--- src/common/mem_srv_pkg.sv ---
`default_nettype none

package mem_srv_pkg;

    // ==========================================================
    // Sizes
    // ==========================================================
    // One store word, also the width of the chip data port
    localparam int DATA_W    = 64;
    // Word address into a 1024-word store
    localparam int ADDR_W    = 10;
    // Burst length field of a command
    localparam int LEN_W     = 8;
    // Execution units that fetch instructions
    localparam int NUM_UNITS = 4;
    localparam int UNIT_W    = 2;

    typedef logic [DATA_W-1:0] data_t;
    typedef logic [ADDR_W-1:0] addr_t;
    // Zero encodes a burst of 256 words
    typedef logic [LEN_W-1:0]  len_t;
    typedef logic [UNIT_W-1:0] unit_t;
    // Burst word counter, one bit wider so 256 fits
    typedef logic [LEN_W:0]    cnt_t;

    // Instruction region start of each unit, index 0 on the right
    localparam addr_t [NUM_UNITS-1:0] ISA_BASE = {
        addr_t'(192), addr_t'(128), addr_t'(64), addr_t'(0)
    };

    // ==========================================================
    // Command word layout
    // ==========================================================
    // Set for a write burst into the store
    localparam int CMD_DIR_BIT  = 0;
    localparam int CMD_ADDR_LSB = 1;
    localparam int CMD_LEN_LSB  = CMD_ADDR_LSB + ADDR_W;

    // ==========================================================
    // State machines
    // ==========================================================
    typedef enum logic {FETCH_IDLE, FETCH_RUN} fetch_state_t;
    typedef enum logic [1:0] {CMD_IDLE, CMD_WAIT, CMD_READ, CMD_WRITE} cmd_state_t;

endpackage

`default_nettype wire

--- src/common/mem_port_if.sv ---
`timescale 1ns/1ps
`default_nettype none

interface mem_port_if;

    import mem_srv_pkg::*;

    // Engine side requests
    logic  req;
    logic  rd;
    logic  wr;
    addr_t addr;
    data_t wdata;
    // Outgoing stream toward the chip
    data_t out_dat;
    logic  out_vld;
    // Incoming stream acceptance
    logic  in_rdy;
    // Combiner side answers
    logic  gnt;
    // Registered store data, one cycle after rd
    data_t rdata;

    modport engine (
        output req, rd, wr, addr, wdata, out_dat, out_vld, in_rdy,
        input  gnt, rdata
    );

    modport combiner (
        input  req, rd, wr, addr, wdata, out_dat, out_vld, in_rdy,
        output gnt, rdata
    );

endinterface

`default_nettype wire

--- src/isa_fetch/isa_fetch.sv ---
`timescale 1ns/1ps
`default_nettype none

module isa_fetch (
    input  logic                              clk,
    input  logic                              rst_n,
    input  logic [mem_srv_pkg::NUM_UNITS-1:0] cfg_rdy,
    input  logic                              acc_rdy,
    output logic                              isa_vld,
    mem_port_if.engine                        port
);

    import mem_srv_pkg::*;

    fetch_state_t state;
    logic         req;
    unit_t        unit_sel;
    unit_t        unit_pick;
    logic         unit_live;
    logic         rd_pend;
    logic         hold_vld;
    data_t        hold_dat;
    logic         take;
    logic         issue;
    // Accepted words per unit, kept across sessions
    addr_t        rd_cnt [NUM_UNITS];

    // ==========================================================
    // Arbitration
    // ==========================================================
    // Lowest index wins, so scan downward
    always_comb begin
        unit_pick = '0;
        for (int i = NUM_UNITS - 1; i >= 0; i--) begin
            if (cfg_rdy[i]) begin
                unit_pick = unit_t'(i);
            end
        end
    end

    // Latched unit still wants instructions
    assign unit_live = cfg_rdy[unit_sel];
    // Held word leaves this cycle
    assign take      = hold_vld & acc_rdy;
    // One read in flight at most, and only into a free holding slot
    assign issue     = req & port.gnt & unit_live & ~rd_pend & (~hold_vld | take);

    always_ff @(posedge clk or negedge rst_n) begin
        if (!rst_n) begin
            state    <= FETCH_IDLE;
            req      <= 1'b0;
            unit_sel <= '0;
        end else begin
            case (state)
                FETCH_IDLE: begin
                    if (!req) begin
                        if (|cfg_rdy) begin
                            req      <= 1'b1;
                            unit_sel <= unit_pick;
                        end
                    end else if (!unit_live) begin
                        // Requester gave up before the grant came
                        req <= 1'b0;
                    end else if (port.gnt) begin
                        state <= FETCH_RUN;
                    end
                end
                FETCH_RUN: begin
                    // Session over once the unit drops its line
                    if (!unit_live) begin
                        state <= FETCH_IDLE;
                        req   <= 1'b0;
                    end
                end
                default: state <= FETCH_IDLE;
            endcase
        end
    end

    // ==========================================================
    // Read pipeline and holding register
    // ==========================================================
    always_ff @(posedge clk or negedge rst_n) begin
        if (!rst_n) begin
            rd_pend  <= 1'b0;
            hold_vld <= 1'b0;
        end else if (state == FETCH_RUN && !unit_live) begin
            // Drop anything still held, it is read again next session
            rd_pend  <= 1'b0;
            hold_vld <= 1'b0;
        end else begin
            rd_pend <= issue;
            if (rd_pend) begin
                hold_vld <= 1'b1;
            end else if (take) begin
                hold_vld <= 1'b0;
            end
        end
    end

    always_ff @(posedge clk) begin
        if (rd_pend) begin
            hold_dat <= port.rdata;
        end
    end

    // Count only words the chip took
    always_ff @(posedge clk or negedge rst_n) begin
        if (!rst_n) begin
            for (int i = 0; i < NUM_UNITS; i++) begin
                rd_cnt[i] <= '0;
            end
        end else if (take) begin
            rd_cnt[unit_sel] <= rd_cnt[unit_sel] + addr_t'(1);
        end
    end

    assign isa_vld = (state == FETCH_RUN);

    // Next word skips past one still waiting in the holding register
    assign port.addr    = ISA_BASE[unit_sel] + rd_cnt[unit_sel] + addr_t'(hold_vld);
    assign port.req     = req;
    assign port.rd      = issue;
    // Fetch never writes or accepts chip data
    assign port.wr      = 1'b0;
    assign port.wdata   = '0;
    assign port.in_rdy  = 1'b0;
    assign port.out_dat = hold_dat;
    assign port.out_vld = hold_vld;

endmodule

`default_nettype wire

--- src/flat_wrapper.sv ---
// flat-port wrapper written by rule: the top's interface ports become plain ports
module isa_fetch_flat import mem_srv_pkg::*;
  (clk, rst_n, cfg_rdy, acc_rdy, isa_vld, port_req, port_rd, port_wr, port_addr, port_wdata, port_out_dat, port_out_vld, port_in_rdy, port_gnt, port_rdata);
  mem_port_if port_i ();
  input  logic clk;
  input  logic rst_n;
  input  logic [mem_srv_pkg::NUM_UNITS-1:0] cfg_rdy;
  input  logic acc_rdy;
  output logic isa_vld;
  output wire logic [$bits(port_i.req)-1:0] port_req;
  output wire logic [$bits(port_i.rd)-1:0] port_rd;
  output wire logic [$bits(port_i.wr)-1:0] port_wr;
  output wire logic [$bits(port_i.addr)-1:0] port_addr;
  output wire logic [$bits(port_i.wdata)-1:0] port_wdata;
  output wire logic [$bits(port_i.out_dat)-1:0] port_out_dat;
  output wire logic [$bits(port_i.out_vld)-1:0] port_out_vld;
  output wire logic [$bits(port_i.in_rdy)-1:0] port_in_rdy;
  input wire logic [$bits(port_i.gnt)-1:0] port_gnt;
  input wire logic [$bits(port_i.rdata)-1:0] port_rdata;
  assign port_req = port_i.req;
  assign port_rd = port_i.rd;
  assign port_wr = port_i.wr;
  assign port_addr = port_i.addr;
  assign port_wdata = port_i.wdata;
  assign port_out_dat = port_i.out_dat;
  assign port_out_vld = port_i.out_vld;
  assign port_in_rdy = port_i.in_rdy;
  assign port_i.gnt = port_gnt;
  assign port_i.rdata = port_rdata;
  isa_fetch u_core (.clk(clk), .rst_n(rst_n), .cfg_rdy(cfg_rdy), .acc_rdy(acc_rdy), .isa_vld(isa_vld), .port(port_i));
endmodule
--- config.mk ---
export PLATFORM = sky130hd
export DESIGN_NAME = isa_fetch_flat
export DESIGN_NICKNAME = d
export VERILOG_FILES = /design/src/common/mem_srv_pkg.sv /design/src/common/mem_port_if.sv /design/src/isa_fetch/isa_fetch.sv /design/src/flat_wrapper.sv
export SDC_FILE = /design/constraint.sdc
export NUM_CORES = 1
export LEC_CHECK = 0
export ABC_CLOCK_PERIOD_IN_PS = 2270
export BUFFER_PORTS_ARGS = -buffer_cell sky130_fd_sc_hd__buf_4
export CAP_MARGIN = 15
export CORE_MARGIN = 10
export CORE_UTILIZATION = 42
export CTS_CLUSTER_SIZE = 28
export DETAILED_ROUTE_END_ITERATION = 7
export PLACE_DENSITY = 0.76
export SYNTH_ARGS = -nofsm -noshare
export SYNTH_HDL_FRONTEND = slang
export SYNTH_SLANG_ARGS = --single-unit
--- constraint.sdc ---
create_clock -name clk -period 2.27 [get_ports clk]
set_input_delay 0.3405 -clock clk [delete_from_list [all_inputs] [get_ports clk]]
set_output_delay 0.3405 -clock clk [all_outputs]
set_load 0.01 [all_outputs]
==> qor.csv <==
metric,value,unit
Post-synth EDFFs,64,
Setup WS post-layout,-0.353,ns
# diodes,0,
die area,16000,um2
Die H,127,um
ranking of synthesized cells by area,"edfxtp_1, dfrtp_1, buf_4",
Hold Crit Class,primary input to flop,
CTS sink count,110,
DRT iter0 DRCs,202,
max_cap viols,0,
DR DRC count,0,
"area leader, netlist",edfxtp_1,
initial antenna violation count,0,
setup tns final,-2.34,ns
CP Data Arrival Time,2.28,ns
first-pass detailed-route iteration total,4,
Avg Inst Size Synth,13.8,um2
gpl congestion,0.843,
fin crit share,1.16,
CP Max Fanout,4,
Final Hold Viols,0,
cell area after synthesis,4760,um2
gr usage total,0.155,
clk buf depth,2,
switching power total,2.63,mW
Max-slew headroom,0.453,
most instantiated cells after synthesis,"buf_4, edfxtp_1, dfrtp_1",
Max Freq,381,MHz
post-synthesis adder-cell area fraction,0.0131,
most frequent cell after synthesis,buf_4,
final setup fails,9,
post-synthesis xor/xnor area fraction,0.0373,
synthesis-stage register bit count,110,
asr flop ratio synth,0.418,
vias after detailed routing,3116,
post-route ant nets,0,
Crit path required time,1.93,ns
mux contribution to synthesized area,0.0614,
PwrDens,1250,nW/um2
Max VDD drop,1.49,mV
Starting Density,0.434,
FP Rows,38,
synth-to-layout area growth,33.5,%
area share of the largest cell type after synthesis,0.403,
Simple-Gate Fraction of Synth Area,0.0712,
first-pass GRT wire length,19300,um
CP Capture Type,output pin,
Tmin final,2.62,ns
final core occ,0.579,
Synth Area in Compound Gates,0.0517,
I/O pin count,216,
largest family of logic cells by synthesized area,buffers and inverters,
power share of the sequential group,0.376,
final WL,12700,um
TritonCTS Buffers,9,
Total Power,7.95,mW
Avg WL per Cell,19.0,um
Overflow after GRT,0,
status,"complete, but fails checks",
RSZ-0062 raised after global routing,yes,
core region area,11000,um2
Setup Crit Path Kind,flop to output pin,
clk slew on worst S/H paths,0.07,ns
root buf cell,clkbuf_16,
vias in the first global route,3320,
ys flop type,edfxtp_1,
final count of pins violating max slew,0,
Synth cell types,34,
Switching Share,0.331,
final hold slack,0.161,ns
Yosys warnings,0,
P_int,5.32,mW
clock skew,0.0132,ns
Mapped Cells,345,
die span in x,127,um
HPWL Detailed,10100,um
Worst Max-Slew Pin Slew,0.821,ns
failing checks,setup timing,
"Clk Latency, worst-skew pair",0.35,ns
nets,599,
startpoint types,flop,
Leakage,2.84,nW
via density per instance,4.67,
sequential share of the synthesized area,0.645,
Port Buffers,149,
layout cell share with drive strength beyond 1,0.438,
CTS tree,yes,
largest net degree at the start of global routing,65,
Logic pwr share,0.415,
CTS HTree Levels,3,
clock power share,0.209,
==> worst max-delay path, cell delays in order, from the launching register on <==
cell and delay (ns):
dfrtp_1 0.35, buf_4 0.13, mux4_2 0.55, ha_4 0.33, nand4_1 0.11, a21boi_2 0.16
xor2_1 0.16, buf_4 0.14
==> flip-flops by register name, indices dropped and copies added, names as in the netlist <==
signal / flops
u_core.port.req: 1
u_core.port.out_vld: 1
u_core.rd_cnt: 40
u_core.port.out_dat: 64
u_core.unit_sel: 2
u_core.rd_pend: 1
u_core.isa_vld: 1
==> cell families (layout without fill, tap and decap cells) <==
kind of cell	count (synthesis)	after routing
flops	110	110
buf+inv	79	196
simple gates	73	73
compound gates	46	46
xor+xnor	16	16
mux	15	15
fa+ha+maj	5	5
other cells	1	66
==> final timing paths <==
path / from / to / slack, ns / cells past startpoint
max: u_core.unit_sel[0]$_DFFE_PN0P_ / port_addr[9] / -0.35 / 7
min: port_rdata[50] / u_core.port.out_dat[50]$_DFFE_PP_ / 0.16 / 1
max reg2reg: u_core.unit_sel[0]$_DFFE_PN0P_ / u_core.rd_cnt[15]$_DFFE_PN0P_ / 0.15 / 8
min reg2reg: u_core.rd_cnt[2]$_DFFE_PN0P_ / u_core.rd_cnt[2]$_DFFE_PN0P_ / 0.48 / 2
max in group asynchronous: rst_n / u_core.rd_pend$_DFF_PN0_ / 1.31 / 2
min in group asynchronous: rst_n / u_core.rd_cnt[35]$_DFFE_PN0P_ / 0.53 / 2
==> power by group through the flow <==
stage	clock network (mW)	logic, mW	registers, mW
6_report	1.66	3.30	2.99
5_1_grt	1.79	3.56	3.04
4_1_cts	1.70	3.19	2.99
3_5_place_dp	0	3.10	3.03
3_3_place_gp	0	3.00	3.00
2_1_floorplan	0	1.70	3.12
==> layout by cell type (no fill, tap or decap), types with 3 or more instances in the layout <==
cell / n
a21oi_1: 13
buf_4: 175
clkbuf_16: 9
conb_1: 66
dfrtp_1: 44
edfxtp_1: 64
inv_1: 3
mux2_2: 4
mux4_2: 11
nand2_1: 37
nand4_1: 3
nor2_1: 17
o21ai_0: 14
o21ai_1: 13
xnor2_1: 4
xnor2_2: 3
xor2_1: 3
xor2_2: 6
==> stage by stage <==
step | worst slack (ns) | area, um2 | cells
after floorplan | -0.128 | 5050 | 410
after global placement | 0.0373 | 5950 | 646
after detailed placement | 0.0165 | 5950 | 646
after CTS | -0.365 | 6310 | 665
after global routing | -0.456 | 6360 | 667
final | -0.353 | 6360 | 667
==> cell type report <==
| type | count | area (um2) |
|---|---|---|
| clock buffers | 11 | 233 |
| well taps | 140 | 175 |
| fillers | 837 | 4620 |
| inverters | 3 | 11.3 |
| flip-flops and latches | 110 | 3080 |
| multi-input cells | 221 | 1450 |
| repair buffers | 177 | 1340 |
| clock inverters | 5 | 81.3 |
==> repair_timing <==
item | in CTS | in global routing
pin swaps | 2 | 1
endpoints found under the setup margin | 9 | 13
hold buffers | 1 | 0
setup buffers | 2 | 2
resized for setup | 4 | 8
hold endpoints to repair | 13 | 0
==> routing by layer <==
layer,part of all wire,GRT usage
met1,0.37,0.163
met2,0.56,0.284
met3,0.047,0.0483
met4,0.022,0.0569
met5,0,0
Power figures use the tool's default switching activity.
