--- src/common/mem_srv_pkg.sv ---
`default_nettype none

package mem_srv_pkg;

    // ==========================================================
    // Sizes
    // ==========================================================
    // One store word, also the width of the chip data port
    localparam int DATA_W    = 64;
    // Word address into a 1024-word store
    localparam int ADDR_W    = 10;
    // Burst length field of a command
    localparam int LEN_W     = 8;
    // Execution units that fetch instructions
    localparam int NUM_UNITS = 4;
    localparam int UNIT_W    = 2;

    typedef logic [DATA_W-1:0] data_t;
    typedef logic [ADDR_W-1:0] addr_t;
    // Zero encodes a burst of 256 words
    typedef logic [LEN_W-1:0]  len_t;
    typedef logic [UNIT_W-1:0] unit_t;
    // Burst word counter, one bit wider so 256 fits
    typedef logic [LEN_W:0]    cnt_t;

    // Instruction region start of each unit, index 0 on the right
    localparam addr_t [NUM_UNITS-1:0] ISA_BASE = {
        addr_t'(192), addr_t'(128), addr_t'(64), addr_t'(0)
    };

    // ==========================================================
    // Command word layout
    // ==========================================================
    // Set for a write burst into the store
    localparam int CMD_DIR_BIT  = 0;
    localparam int CMD_ADDR_LSB = 1;
    localparam int CMD_LEN_LSB  = CMD_ADDR_LSB + ADDR_W;

    // ==========================================================
    // State machines
    // ==========================================================
    typedef enum logic {FETCH_IDLE, FETCH_RUN} fetch_state_t;
    typedef enum logic [1:0] {CMD_IDLE, CMD_WAIT, CMD_READ, CMD_WRITE} cmd_state_t;

endpackage

`default_nettype wire

--- src/common/mem_port_if.sv ---
`timescale 1ns/1ps
`default_nettype none

interface mem_port_if;

    import mem_srv_pkg::*;

    // Engine side requests
    logic  req;
    logic  rd;
    logic  wr;
    addr_t addr;
    data_t wdata;
    // Outgoing stream toward the chip
    data_t out_dat;
    logic  out_vld;
    // Incoming stream acceptance
    logic  in_rdy;
    // Combiner side answers
    logic  gnt;
    // Registered store data, one cycle after rd
    data_t rdata;

    modport engine (
        output req, rd, wr, addr, wdata, out_dat, out_vld, in_rdy,
        input  gnt, rdata
    );

    modport combiner (
        input  req, rd, wr, addr, wdata, out_dat, out_vld, in_rdy,
        output gnt, rdata
    );

endinterface

`default_nettype wire

--- src/data_cmd/data_cmd.sv ---
`timescale 1ns/1ps
`default_nettype none

module data_cmd (
    input  logic               clk,
    input  logic               rst_n,
    input  logic               cmd_vld,
    input  logic               acc_dat_vld,
    input  logic               acc_rdy,
    input  mem_srv_pkg::data_t acc_dat,
    mem_port_if.engine         port
);

    import mem_srv_pkg::*;

    cmd_state_t state;
    logic       req;
    // Current store address of the burst
    addr_t      cur;
    // Words still to transfer with the chip
    cnt_t       xfer_left;
    // Reads still to issue in a read burst
    cnt_t       rd_left;
    logic       rd_pend;
    logic       hold_vld;
    data_t      hold_dat;
    logic       take;
    logic       issue;
    logic       in_rdy;
    logic       cmd_wr;
    addr_t      cmd_addr;
    len_t       cmd_len;
    cnt_t       cmd_cnt;

    // ==========================================================
    // Command decode
    // ==========================================================
    assign cmd_wr   = acc_dat[CMD_DIR_BIT];
    assign cmd_addr = acc_dat[CMD_ADDR_LSB +: ADDR_W];
    assign cmd_len  = acc_dat[CMD_LEN_LSB +: LEN_W];
    // Zero length means a full 256-word burst
    assign cmd_cnt  = (cmd_len == '0) ? cnt_t'(1 << LEN_W) : cnt_t'(cmd_len);

    // Command word and write data both come in on acc_dat
    assign in_rdy = (state == CMD_WAIT) || (state == CMD_WRITE);
    assign take   = hold_vld & acc_rdy;
    assign issue  = (state == CMD_READ) && (rd_left != '0) && !rd_pend
                    && (!hold_vld || take);

    // ==========================================================
    // Burst FSM
    // ==========================================================
    always_ff @(posedge clk or negedge rst_n) begin
        if (!rst_n) begin
            state     <= CMD_IDLE;
            req       <= 1'b0;
            cur       <= '0;
            xfer_left <= '0;
            rd_left   <= '0;
        end else begin
            case (state)
                CMD_IDLE: begin
                    if (!req) begin
                        if (cmd_vld) begin
                            req <= 1'b1;
                        end
                    end else if (port.gnt) begin
                        state <= CMD_WAIT;
                    end
                end
                CMD_WAIT: begin
                    if (acc_dat_vld) begin
                        cur       <= cmd_addr;
                        xfer_left <= cmd_cnt;
                        rd_left   <= cmd_cnt;
                        state     <= cmd_wr ? CMD_WRITE : CMD_READ;
                    end
                end
                CMD_WRITE: begin
                    if (acc_dat_vld) begin
                        cur       <= cur + addr_t'(1);
                        xfer_left <= xfer_left - cnt_t'(1);
                        if (xfer_left == cnt_t'(1)) begin
                            state <= CMD_IDLE;
                            req   <= 1'b0;
                        end
                    end
                end
                CMD_READ: begin
                    if (issue) begin
                        cur     <= cur + addr_t'(1);
                        rd_left <= rd_left - cnt_t'(1);
                    end
                    // Done when the last word has left the holding register
                    if (take) begin
                        xfer_left <= xfer_left - cnt_t'(1);
                        if (xfer_left == cnt_t'(1)) begin
                            state <= CMD_IDLE;
                            req   <= 1'b0;
                        end
                    end
                end
                default: state <= CMD_IDLE;
            endcase
        end
    end

    // ==========================================================
    // Read pipeline
    // ==========================================================
    always_ff @(posedge clk or negedge rst_n) begin
        if (!rst_n) begin
            rd_pend  <= 1'b0;
            hold_vld <= 1'b0;
        end else begin
            rd_pend <= issue;
            // Slot is free or leaving whenever a read returns
            if (rd_pend) begin
                hold_vld <= 1'b1;
            end else if (take) begin
                hold_vld <= 1'b0;
            end
        end
    end

    always_ff @(posedge clk) begin
        if (rd_pend) begin
            hold_dat <= port.rdata;
        end
    end

    assign port.req     = req;
    assign port.rd      = issue;
    assign port.wr      = (state == CMD_WRITE) && acc_dat_vld;
    // Reads and writes both walk the same address
    assign port.addr    = cur;
    assign port.wdata   = acc_dat;
    assign port.out_dat = hold_dat;
    assign port.out_vld = hold_vld;
    assign port.in_rdy  = in_rdy;

endmodule

`default_nettype wire

--- src/flat_wrapper.sv ---
// flat-port wrapper written by rule: the top's interface ports become plain ports
module data_cmd_flat import mem_srv_pkg::*;
  (clk, rst_n, cmd_vld, acc_dat_vld, acc_rdy, acc_dat, port_req, port_rd, port_wr, port_addr, port_wdata, port_out_dat, port_out_vld, port_in_rdy, port_gnt, port_rdata);
  mem_port_if port_i ();
  input  logic clk;
  input  logic rst_n;
  input  logic cmd_vld;
  input  logic acc_dat_vld;
  input  logic acc_rdy;
  input  mem_srv_pkg::data_t acc_dat;
  output wire logic [$bits(port_i.req)-1:0] port_req;
  output wire logic [$bits(port_i.rd)-1:0] port_rd;
  output wire logic [$bits(port_i.wr)-1:0] port_wr;
  output wire logic [$bits(port_i.addr)-1:0] port_addr;
  output wire logic [$bits(port_i.wdata)-1:0] port_wdata;
  output wire logic [$bits(port_i.out_dat)-1:0] port_out_dat;
  output wire logic [$bits(port_i.out_vld)-1:0] port_out_vld;
  output wire logic [$bits(port_i.in_rdy)-1:0] port_in_rdy;
  input wire logic [$bits(port_i.gnt)-1:0] port_gnt;
  input wire logic [$bits(port_i.rdata)-1:0] port_rdata;
  assign port_req = port_i.req;
  assign port_rd = port_i.rd;
  assign port_wr = port_i.wr;
  assign port_addr = port_i.addr;
  assign port_wdata = port_i.wdata;
  assign port_out_dat = port_i.out_dat;
  assign port_out_vld = port_i.out_vld;
  assign port_in_rdy = port_i.in_rdy;
  assign port_i.gnt = port_gnt;
  assign port_i.rdata = port_rdata;
  data_cmd u_core (.clk(clk), .rst_n(rst_n), .cmd_vld(cmd_vld), .acc_dat_vld(acc_dat_vld), .acc_rdy(acc_rdy), .acc_dat(acc_dat), .port(port_i));
endmodule
--- config.mk ---
export PLATFORM = sky130hd
export DESIGN_NAME = data_cmd_flat
export DESIGN_NICKNAME = d
export VERILOG_FILES = /design/src/common/mem_srv_pkg.sv /design/src/common/mem_port_if.sv /design/src/data_cmd/data_cmd.sv /design/src/flat_wrapper.sv
export SDC_FILE = /design/constraint.sdc
export NUM_CORES = 1
export LEC_CHECK = 0
export ABC_CLOCK_PERIOD_IN_PS = 2600
export BUFFER_PORTS_ARGS = -buffer_cell sky130_fd_sc_hd__buf_2
export CORE_MARGIN = 2
export CORE_UTILIZATION = 39
export DETAILED_ROUTE_END_ITERATION = 16
export GPL_ROUTABILITY_DRIVEN = 0
export PLACE_DENSITY = 0.85
export SLEW_MARGIN = 20
export SYNTH_ARGS = -nofsm -noshare
export SYNTH_HDL_FRONTEND = slang
export SYNTH_SLANG_ARGS = --single-unit
--- constraint.sdc ---
create_clock -name clk -period 2.6 [get_ports clk]
set_input_delay 0 -clock clk [delete_from_list [all_inputs] [get_ports clk]]
set_output_delay 0 -clock clk [all_outputs]
set_load 0.005 [all_outputs]
==> flow_summary.ini, run 1 <==
[status]
status = complete, no violations

[floorplan]
rows = 38
dieArea_um2 = 12100
die_h_um = 110
ios = 277
initial_core_util_pct = 40.1
die_x_um = 110
core_um2 = 10900

[clock_tree]
root_buffer = clkbuf_8
numCtsBuffers = 9
htreeDepth = 3
cts_setup_buffers = 0
cts_sinks = 97
clk-insertion-delay-late_ps = 360
path_clk_slew_ps = 100
cts_buffer_depth = 2
cts_tree = yes

[sta]
tns_ps = 0
fin_crit_sh_pct = 90.4
clock_skew_ps = 16.3
finalSetupViolations = 0
final_max_slew_viol_count = 0
fmax_mhz = 425
hold_viol = 0
post-route-min-period_ps = 2350
rsz0062_at_grt = no
relSlewSlack_pct = 47.3
worst_pin_slew_ps = 790

[final_layout]
seq_area_um2 = 2750
fillerInstances = 895
final_nets = 712
multi_input_area_um2 = 1050
drive_above_1_share_pct = 37.5
areaGrowthSynthToFinish_pct = 37.7

[setup_path]
path_max_fanout = 5
start_kind = register
crit_start = u_core.xfer_left[3]$_DFFE_PN0P_
reg2reg_slack_ps = 250
endpoint = u_core.state[0]$_DFFE_PN0P_
crit_required_ps = 2850
rr_worst_depth = 6
timing.rr.start = u_core.xfer_left[3]$_DFFE_PN0P_
r2r_end = u_core.state[0]$_DFFE_PN0P_
arrival_ps = 2600
end_kind = register
crit_type = reg -> reg

[logic_synthesis]
ys.flop_type = edfxtp_1
synthAdderAreaFrac_pct = 1.15
synthTopCellsByArea = edfxtp_1, dfrtp_1, buf_4
synth_edf_count = 64
ys_ff_latch = 97
synth_top_cell_by_area = edfxtp_1
avgSynthCellArea_um2 = 12.1
async_reset_ff_share_pct = 34.0
synth-seq-area-share_pct = 62.9
synth-compound-area-share_pct = 12.0
synthSimpleGateAreaFrac_pct = 10.4
syn_nets = 500
netlist_area_um2 = 4370
synth_cell_type_count = 44
synthTopCellsByCount = buf_4, edfxtp_1, dfrtp_1, nand2_1, a21oi_1
yosysWarnings = 0
synth_mux_area_share_pct = 0.459
yosysTopAreaCellShare_pct = 44.0
synth-xor-area-share_pct = 0
synth_top_family_by_area = buffers and inverters
synth_cells = 362

[route]
first_iter_violations = 249
finalWirelength_um = 13100
num_vias = 3679
avgViaCountPerCell = 5.11
drtPass1Iterations = 4
drc = 0
route.antenna.remaining_nets = 0
drt-wirelength-per-cell_um = 18.2

[global_routing]
overflow = 0
first_global_vias = 3630
grt_max_degree = 66
grt_pass1_wl_um = 19000
grt_use_total_pct = 21.0
antenna_found_initial = 0

[hold_path]
min_from = acc_dat[27]
min_path_type = in -> out

[pwr]
power_w = 0.00535
power.density_nw_per_um2 = 889
vdd_ir_drop_max_mv = 0.543
p_leak_nw = 2.59

[flow_run]
max_cap_viol_count = 0

[placement]
dp_hpwl_um = 9330
port_buffers = 186
==> metrics by stage <==
step	setup slack (ps)	hold slack [ps]	instances	instance area (um2)	util, %
2_1_floorplan	2.10	-296	362	4370	-
3_3_place_gp	443	0.0490	620	4990	45.9
3_5_place_dp	258	0.0490	620	4990	45.9
4_1_cts	252	0.0490	719	6010	55.2
5_1_grt	96.2	0.00795	719	6010	55.2
6_report	250	0.00202	720	6010	55.2
==> critical path: stages (launching register included) <==
cell	delay (ps)
dfrtp_1	440
or3_1	430
nor4_1	330
nand3b_1	210
o22ai_1	180
a21oi_1	90
dlygate4sd3_1	560
==> cell type report <==
cell class	instances	share of cell area [%]
Sequential cell	97	45.7
Multi-Input combinational cell	180	17.5
Tap cell	140	2.91
Inverter	10	0.624
Timing Repair Buffer	276	30.2
Antenna cell	1	0.0416
Clock inverter	6	0.936
Clock buffer	10	2.12
==> registers in the layout, indices dropped and copies added, names as in the netlist <==
register	cells
u_core.port.req	1
u_core.port.addr	10
u_core.xfer_left	9
u_core.port.out_vld	1
u_core.rd_left	9
u_core.rd_pend	1
u_core.state	2
u_core.port.out_dat	64
==> cells by family (layout without fill, tap and decap cells) <==
| group | count (synthesis) | after routing |
|---|---|---|
| compound gates | 85 | 85 |
| flops | 97 | 97 |
| simple gates | 89 | 89 |
| other cells | 0 | 1 |
| buf+inv | 85 | 302 |
| fa+ha+maj | 4 | 4 |
| mux | 2 | 2 |
==> routing by layer <==
layer  vias to the layer above  part of all wire [%]  track usage (%)
met5                         -                     0                0
met3                        23                   8.5             6.64
met2                       202                    54             38.7
li1                       1691                     -                -
met1                      1763                    36             22.6
met4                         0                   2.0             7.05
==> how the worst min path moves through the flow <==
| stage | depth (start not counted) | slack [ps] | endpoint |
|---|---|---|---|
| floorplan | 0 | -300 | u_core.port.addr[0]$_DFFE_PN0P_ |
| global placement | 0 | 0.05 | port_wdata[19] |
| detailed placement | 0 | 0.05 | port_wdata[19] |
| CTS | 0 | 0.05 | port_wdata[19] |
| global route | 0 | 0.008 | port_wdata[21] |
| finish | 0 | 0.002 | port_wdata[27] |
==> power by group <==
part / total (W) / internal (W) / switching (W) / leakage [nW]
logic: 0.00191 / 0.000826 / 0.00108 / 1.51
clock network: 0.000944 / 0.000373 / 0.000571 / 0.0917
registers: 0.00249 / 0.00217 / 0.000325 / 0.981
==> placed cells by master (no fill, tap or decap), types with 10 or more instances in the layout <==
| cell | netlist | routed |
|---|---|---|
| nand3_1 | 14 | 14 |
| nor2_1 | 14 | 14 |
| a21oi_1 | 24 | 24 |
| buf_2 | 3 | 186 |
| nand2_1 | 28 | 28 |
| dfrtp_1 | 33 | 32 |
| o21ai_0 | 23 | 23 |
| edfxtp_1 | 64 | 64 |
| dlygate4sd3_1 | 0 | 83 |
| inv_1 | 10 | 10 |
==> what timing repair did <==
item	CTS	global route
resized for setup	0	1
setup endpoints to repair	0	1
hold buffers	83	0
endpoints found under the hold margin	116	0
Power figures use the tool's default switching activity.
==> run 2, diff against run 1 <==
Settings changed: CORE_MARGIN 2 to 5, GPL_TIMING_DRIVEN set to 0.
==> run 2 against run 1 <==
  * Clock power down 2.6%
  * Combinational power up 7%
  * Routed wire length up 12%
  * Count of clock-buffer cells in the layout down 1
  * Non-clock buffer count up 115
  * Cell count up 16%
  * Clock skew down 4.8 ps
  * Via count up 14%
  * Highest routed layer unchanged
  * Critical endpoint is now u_core.port.addr[6]$_DFFE_PN0P_
  * Sequential share of layout area down 5.0 points
  * Utilization up 6.8 points
==> flow_summary.ini, run 2 (synthesis results as in run 1) <==
[sta]
fin_crit_sh_pct = 89.4
rsz0062_at_grt = no
clock_skew_ps = 11.5
hold_viol = 0
fmax_mhz = 430
fin_ws_ps = 275
post-route-min-period_ps = 2320
worst_pin_slew_ps = 770
finalSetupViolations = 0
final_max_slew_viol_count = 0
relSlewSlack_pct = 48.7
holdWs_ps = 31.5
tns_ps = 0

[setup_path]
critPathMaxStageDelay_ps = 510
crit_chain = inv_1 > ha_1 > or4b_4 > nor4_4 > o21a_2 > buf_6 > o21ai_1 > a221o_1
crit_type = reg -> reg
r2r_end = u_core.port.addr[6]$_DFFE_PN0P_
crit_start = u_core.rd_left[0]$_DFFE_PN0P_
path_max_fanout = 10
arrival_ps = 2580
start_kind = register
reg2reg_slack_ps = 280
timing.rr.start = u_core.rd_left[0]$_DFFE_PN0P_
rr_worst_depth = 8
end_kind = register
slowest_stage = or4b_4
crit_required_ps = 2850

[route]
finalWirelength_um = 14600
first_iter_violations = 287
drtPass1Iterations = 5
drt-wirelength-per-cell_um = 17.5
route.antenna.remaining_nets = 0
avgViaCountPerCell = 5.04
num_vias = 4205
drc = 0

[floorplan]
ios = 277
core_um2 = 10900
rows = 38
dieArea_um2 = 13400
die_h_um = 116
initial_core_util_pct = 40.1
die_x_um = 116

[clock_tree]
cts_sinks = 97
cts_setup_buffers = 0
htreeDepth = 3
clk-insertion-delay-late_ps = 360
root_buffer = clkbuf_8
path_clk_slew_ps = 100
cts_tree = yes
cts_buffer_depth = 2
numCtsBuffers = 9

[final_layout]
final_common_cell = buf_2
largest_reg_flops = 64
mostFrequentLayoutCells = buf_2, dlygate4sd3_1, buf_4, edfxtp_1, dfrtp_1
diodes = 0
fillerInstances = 840
final_core_util_pct = 62.0
areaGrowthSynthToFinish_pct = 54.6
final_nets = 827
final_area_um2 = 6750
drive_above_1_share_pct = 46.8

[placement]
port_buffers = 231
dp_hpwl_um = 10600
placed_area_um2 = 5720
dp_slack_ps = 303

[pwr]
p_leak_nw = 3.08
power.density_nw_per_um2 = 817
vdd_ir_drop_max_mv = 0.419

[global_routing]
grt_pass1_wl_um = 21300
antenna_found_initial = 0
overflow = 0
grt_max_degree = 46
first_global_vias = 4165
grt_use_total_pct = 20.6

[hold_path]
min_from = acc_dat[14]
whs_endpoint = u_core.xfer_left[3]$_DFFE_PN0P_
min_path_type = in -> reg
hold_depth = 3

[flow_run]
max_cap_viol_count = 0

[status]
status = complete, no violations
run 2: power breakdown:
part	internal [W]	switching (W)	leakage [nW]	total, W
clock network	0.000365	0.000554	0.0925	0.000919
logic	0.000931	0.00112	2.00	0.00205
registers	0.00217	0.000380	0.980	0.00255
run 2: worst max path at each step:
stage / depth (start not counted) / end
2_1_floorplan: 5 / u_core.port.addr[6]$_DFFE_PN0P_
3_3_place_gp: 5 / u_core.port.addr[6]$_DFFE_PN0P_
3_5_place_dp: 8 / u_core.port.addr[6]$_DFFE_PN0P_
4_1_cts: 6 / u_core.state[0]$_DFFE_PN0P_
5_1_grt: 8 / u_core.rd_left[6]$_DFFE_PN0P_
6_report: 8 / u_core.port.addr[6]$_DFFE_PN0P_
run 2: per-stage QoR:
step           instances  total power (W)
6_report             834          0.00552
5_1_grt              834          0.00587
4_1_cts              834          0.00551
3_5_place_dp         734          0.00448
3_3_place_gp         733          0.00433
2_1_floorplan        362          0.00366
run 2: layout make-up:
cell class,count,area [um2],area share [%]
Timing Repair Buffer,316,2020,29.9
Inverter,10,37.5,0.556
Clock inverter,7,58.8,0.871
Multi-Input combinational cell,180,1050,15.6
Sequential cell,97,2750,40.8
Clock buffer,9,124,1.84
Tap cell,140,175,2.59
Buffer,75,533,7.90
run 2: critical path: cells and delay by family (launching register included):
family	cells	cell delay, ps
buf+inv	2	220
fa+ha+maj	1	170
flops	1	430
simple gates	2	810
compound gates	3	590
run 2: per-layer routing:
layer / routed length [um] / track usage, %
met1: 5130 / 22.4
met2: 7670 / 38.4
met3: 1500 / 4.75
met4: 326 / 8.43
met5: 0 / 0
run 2: what timing repair did:
item	CTS	global route
endpoints found under the hold margin	117	0
setup endpoints to repair	0	1
gates resized for setup	0	1
hold buffers	84	0
==> run 3, diff against run 2 <==
Settings changed: MAX_ROUTING_LAYER set to met4.
==> run 3 against run 2 <==
  * Count of clock-buffer cells in the layout stayed put
  * Utilization did not move
  * Cell count did not move
  * Sequential power hardly changed
  * Largest cell class unchanged
==> flow_summary.ini, run 3 (synthesis results as in run 1) <==
[route]
drt-met1-wl_um = 5120
first_iter_violations = 307
finalWirelength_um = 14500
route.antenna.remaining_nets = 0
routed.top_layer = met4
drc = 0
drt-wirelength-per-cell_um = 17.4
drtPass1Iterations = 5
wl_met3_um = 1380
num_vias = 4178
avgViaCountPerCell = 5.01
met2_length_um = 7680

[clock_tree]
root_buffer = clkbuf_8
cts_sinks = 97
path_clk_slew_ps = 100
clk-insertion-delay-late_ps = 360
cts_setup_buffers = 0
cts_buffer_depth = 2
htreeDepth = 3
cts_tree = yes
numCtsBuffers = 9

[setup_path]
crit_required_ps = 2860
arrival_ps = 2580
path_max_fanout = 10
start_kind = register
end_kind = register
crit_type = reg -> reg

[sta]
rsz0062_at_grt = no
fmax_mhz = 430
finalSetupViolations = 0
hold_viol = 0
post-route-min-period_ps = 2330
fin_crit_sh_pct = 89.5
final_max_slew_viol_count = 0
clock_skew_ps = 11.8
worst_pin_slew_ps = 758
relSlewSlack_pct = 49.5

[placement]
port_buffers = 231
dp_hpwl_um = 10600
placed_cells = 734

[global_routing]
grt_use_total_pct = 21.3
overflow = 0
grt_pass1_wl_um = 21400
antenna_found_initial = 0
first_global_vias = 4147
grt_max_degree = 46

[final_layout]
final_nets = 827
areaGrowthSynthToFinish_pct = 54.6
stdcell_count = 834
multi_input_area_um2 = 1050
fillerInstances = 840
mostFrequentLayoutCells = buf_2, dlygate4sd3_1, buf_4, edfxtp_1, dfrtp_1
final_common_cell = buf_2
seq_area_um2 = 2750
drive_above_1_share_pct = 46.8
diodes = 0
largest_reg_flops = 64

[floorplan]
dieArea_um2 = 13400
ios = 277
die_h_um = 116
initial_core_util_pct = 40.1
die_x_um = 116
core_um2 = 10900
rows = 38

[flow_run]
max_cap_viol_count = 0

[pwr]
p_leak_nw = 3.08
power_w = 0.00551
power.density_nw_per_um2 = 817
vdd_ir_drop_max_mv = 0.418

[status]
status = complete, no violations

[hold_path]
min_path_type = in -> reg
==> run 3: cell counts in the layout (fill, tap and decap cells not counted) <==
No cell type changed its count.
==> run 3: layout make-up <==
class | count | area share [%]
Buffer | 75 | 7.90
Clock buffer | 9 | 1.84
Clock inverter | 7 | 0.871
Inverter | 10 | 0.556
Multi-Input combinational cell | 180 | 15.6
Sequential cell | 97 | 40.8
Tap cell | 140 | 2.59
Timing Repair Buffer | 316 | 29.9
==> run 3: what timing repair did <==
| item | CTS | global route |
|---|---|---|
| hold buffers | 84 | 0 |
| resized for setup | 0 | 1 |
| hold endpoints to repair | 117 | 0 |
| setup endpoints to repair | 0 | 1 |
==> run 3: power by group <==
group | leakage (nW) | switching, W | internal [W]
sequential | 0.980 | 0.000376 | 0.00217
clock | 0.0925 | 0.000557 | 0.000365
combinational | 2.00 | 0.00112 | 0.000932
==> run 3: per-stage QoR <==
step | hold slack (ps) | setup slack [ps] | util, % | setup TNS (ps) | area [um2]
4_1_cts | 0.542 | 212 | 61.9 | 0 | 6740
6_report | 33.5 | 272 | 62.0 | 0 | 6750
3_5_place_dp | 114 | 303 | 52.5 | 0 | 5720
3_3_place_gp | 100 | -558 | 52.3 | -8070 | 5700
5_1_grt | 8.92 | 110 | 62.0 | 0 | 6750
2_1_floorplan | -296 | 2.10 | - | 0 | 4370
==> run 3: final timing paths <==
path / start / endpoint / slack [ps] / depth (start not counted)
max in group asynchronous: rst_n / u_core.rd_pend$_DFF_PN0_ / 1810 / 2
min reg2reg: u_core.port.out_vld$_DFFE_PN0P_ / u_core.port.out_vld$_DFFE_PN0P_ / 550 / 2
max: u_core.rd_left[0]$_DFFE_PN0P_ / u_core.port.addr[6]$_DFFE_PN0P_ / 270 / 8
min: acc_dat[16] / u_core.rd_left[5]$_DFFE_PN0P_ / 30 / 3
min in group asynchronous: rst_n / u_core.rd_left[1]$_DFFE_PN0P_ / 220 / 2
max reg2reg: u_core.rd_left[0]$_DFFE_PN0P_ / u_core.port.addr[6]$_DFFE_PN0P_ / 270 / 8
==> run 3: critical path, stage by stage, from the launching register on <==
cell     delay, ps
dfrtp_1        430
inv_1           80
ha_1           170
or4b_4         510
nor4_4         300
o21a_2         230
buf_6          140
o21ai_1         70
a221o_1        290
==> run 3: per-layer routing <==
| layer | track usage, % | vias up |
|---|---|---|
| li1 | - | 1916 |
| met1 | 23.1 | 1965 |
| met2 | 38.3 | 268 |
| met3 | 3.60 | 29 |
| met4 | 8.82 | 0 |
| met5 | - | - |
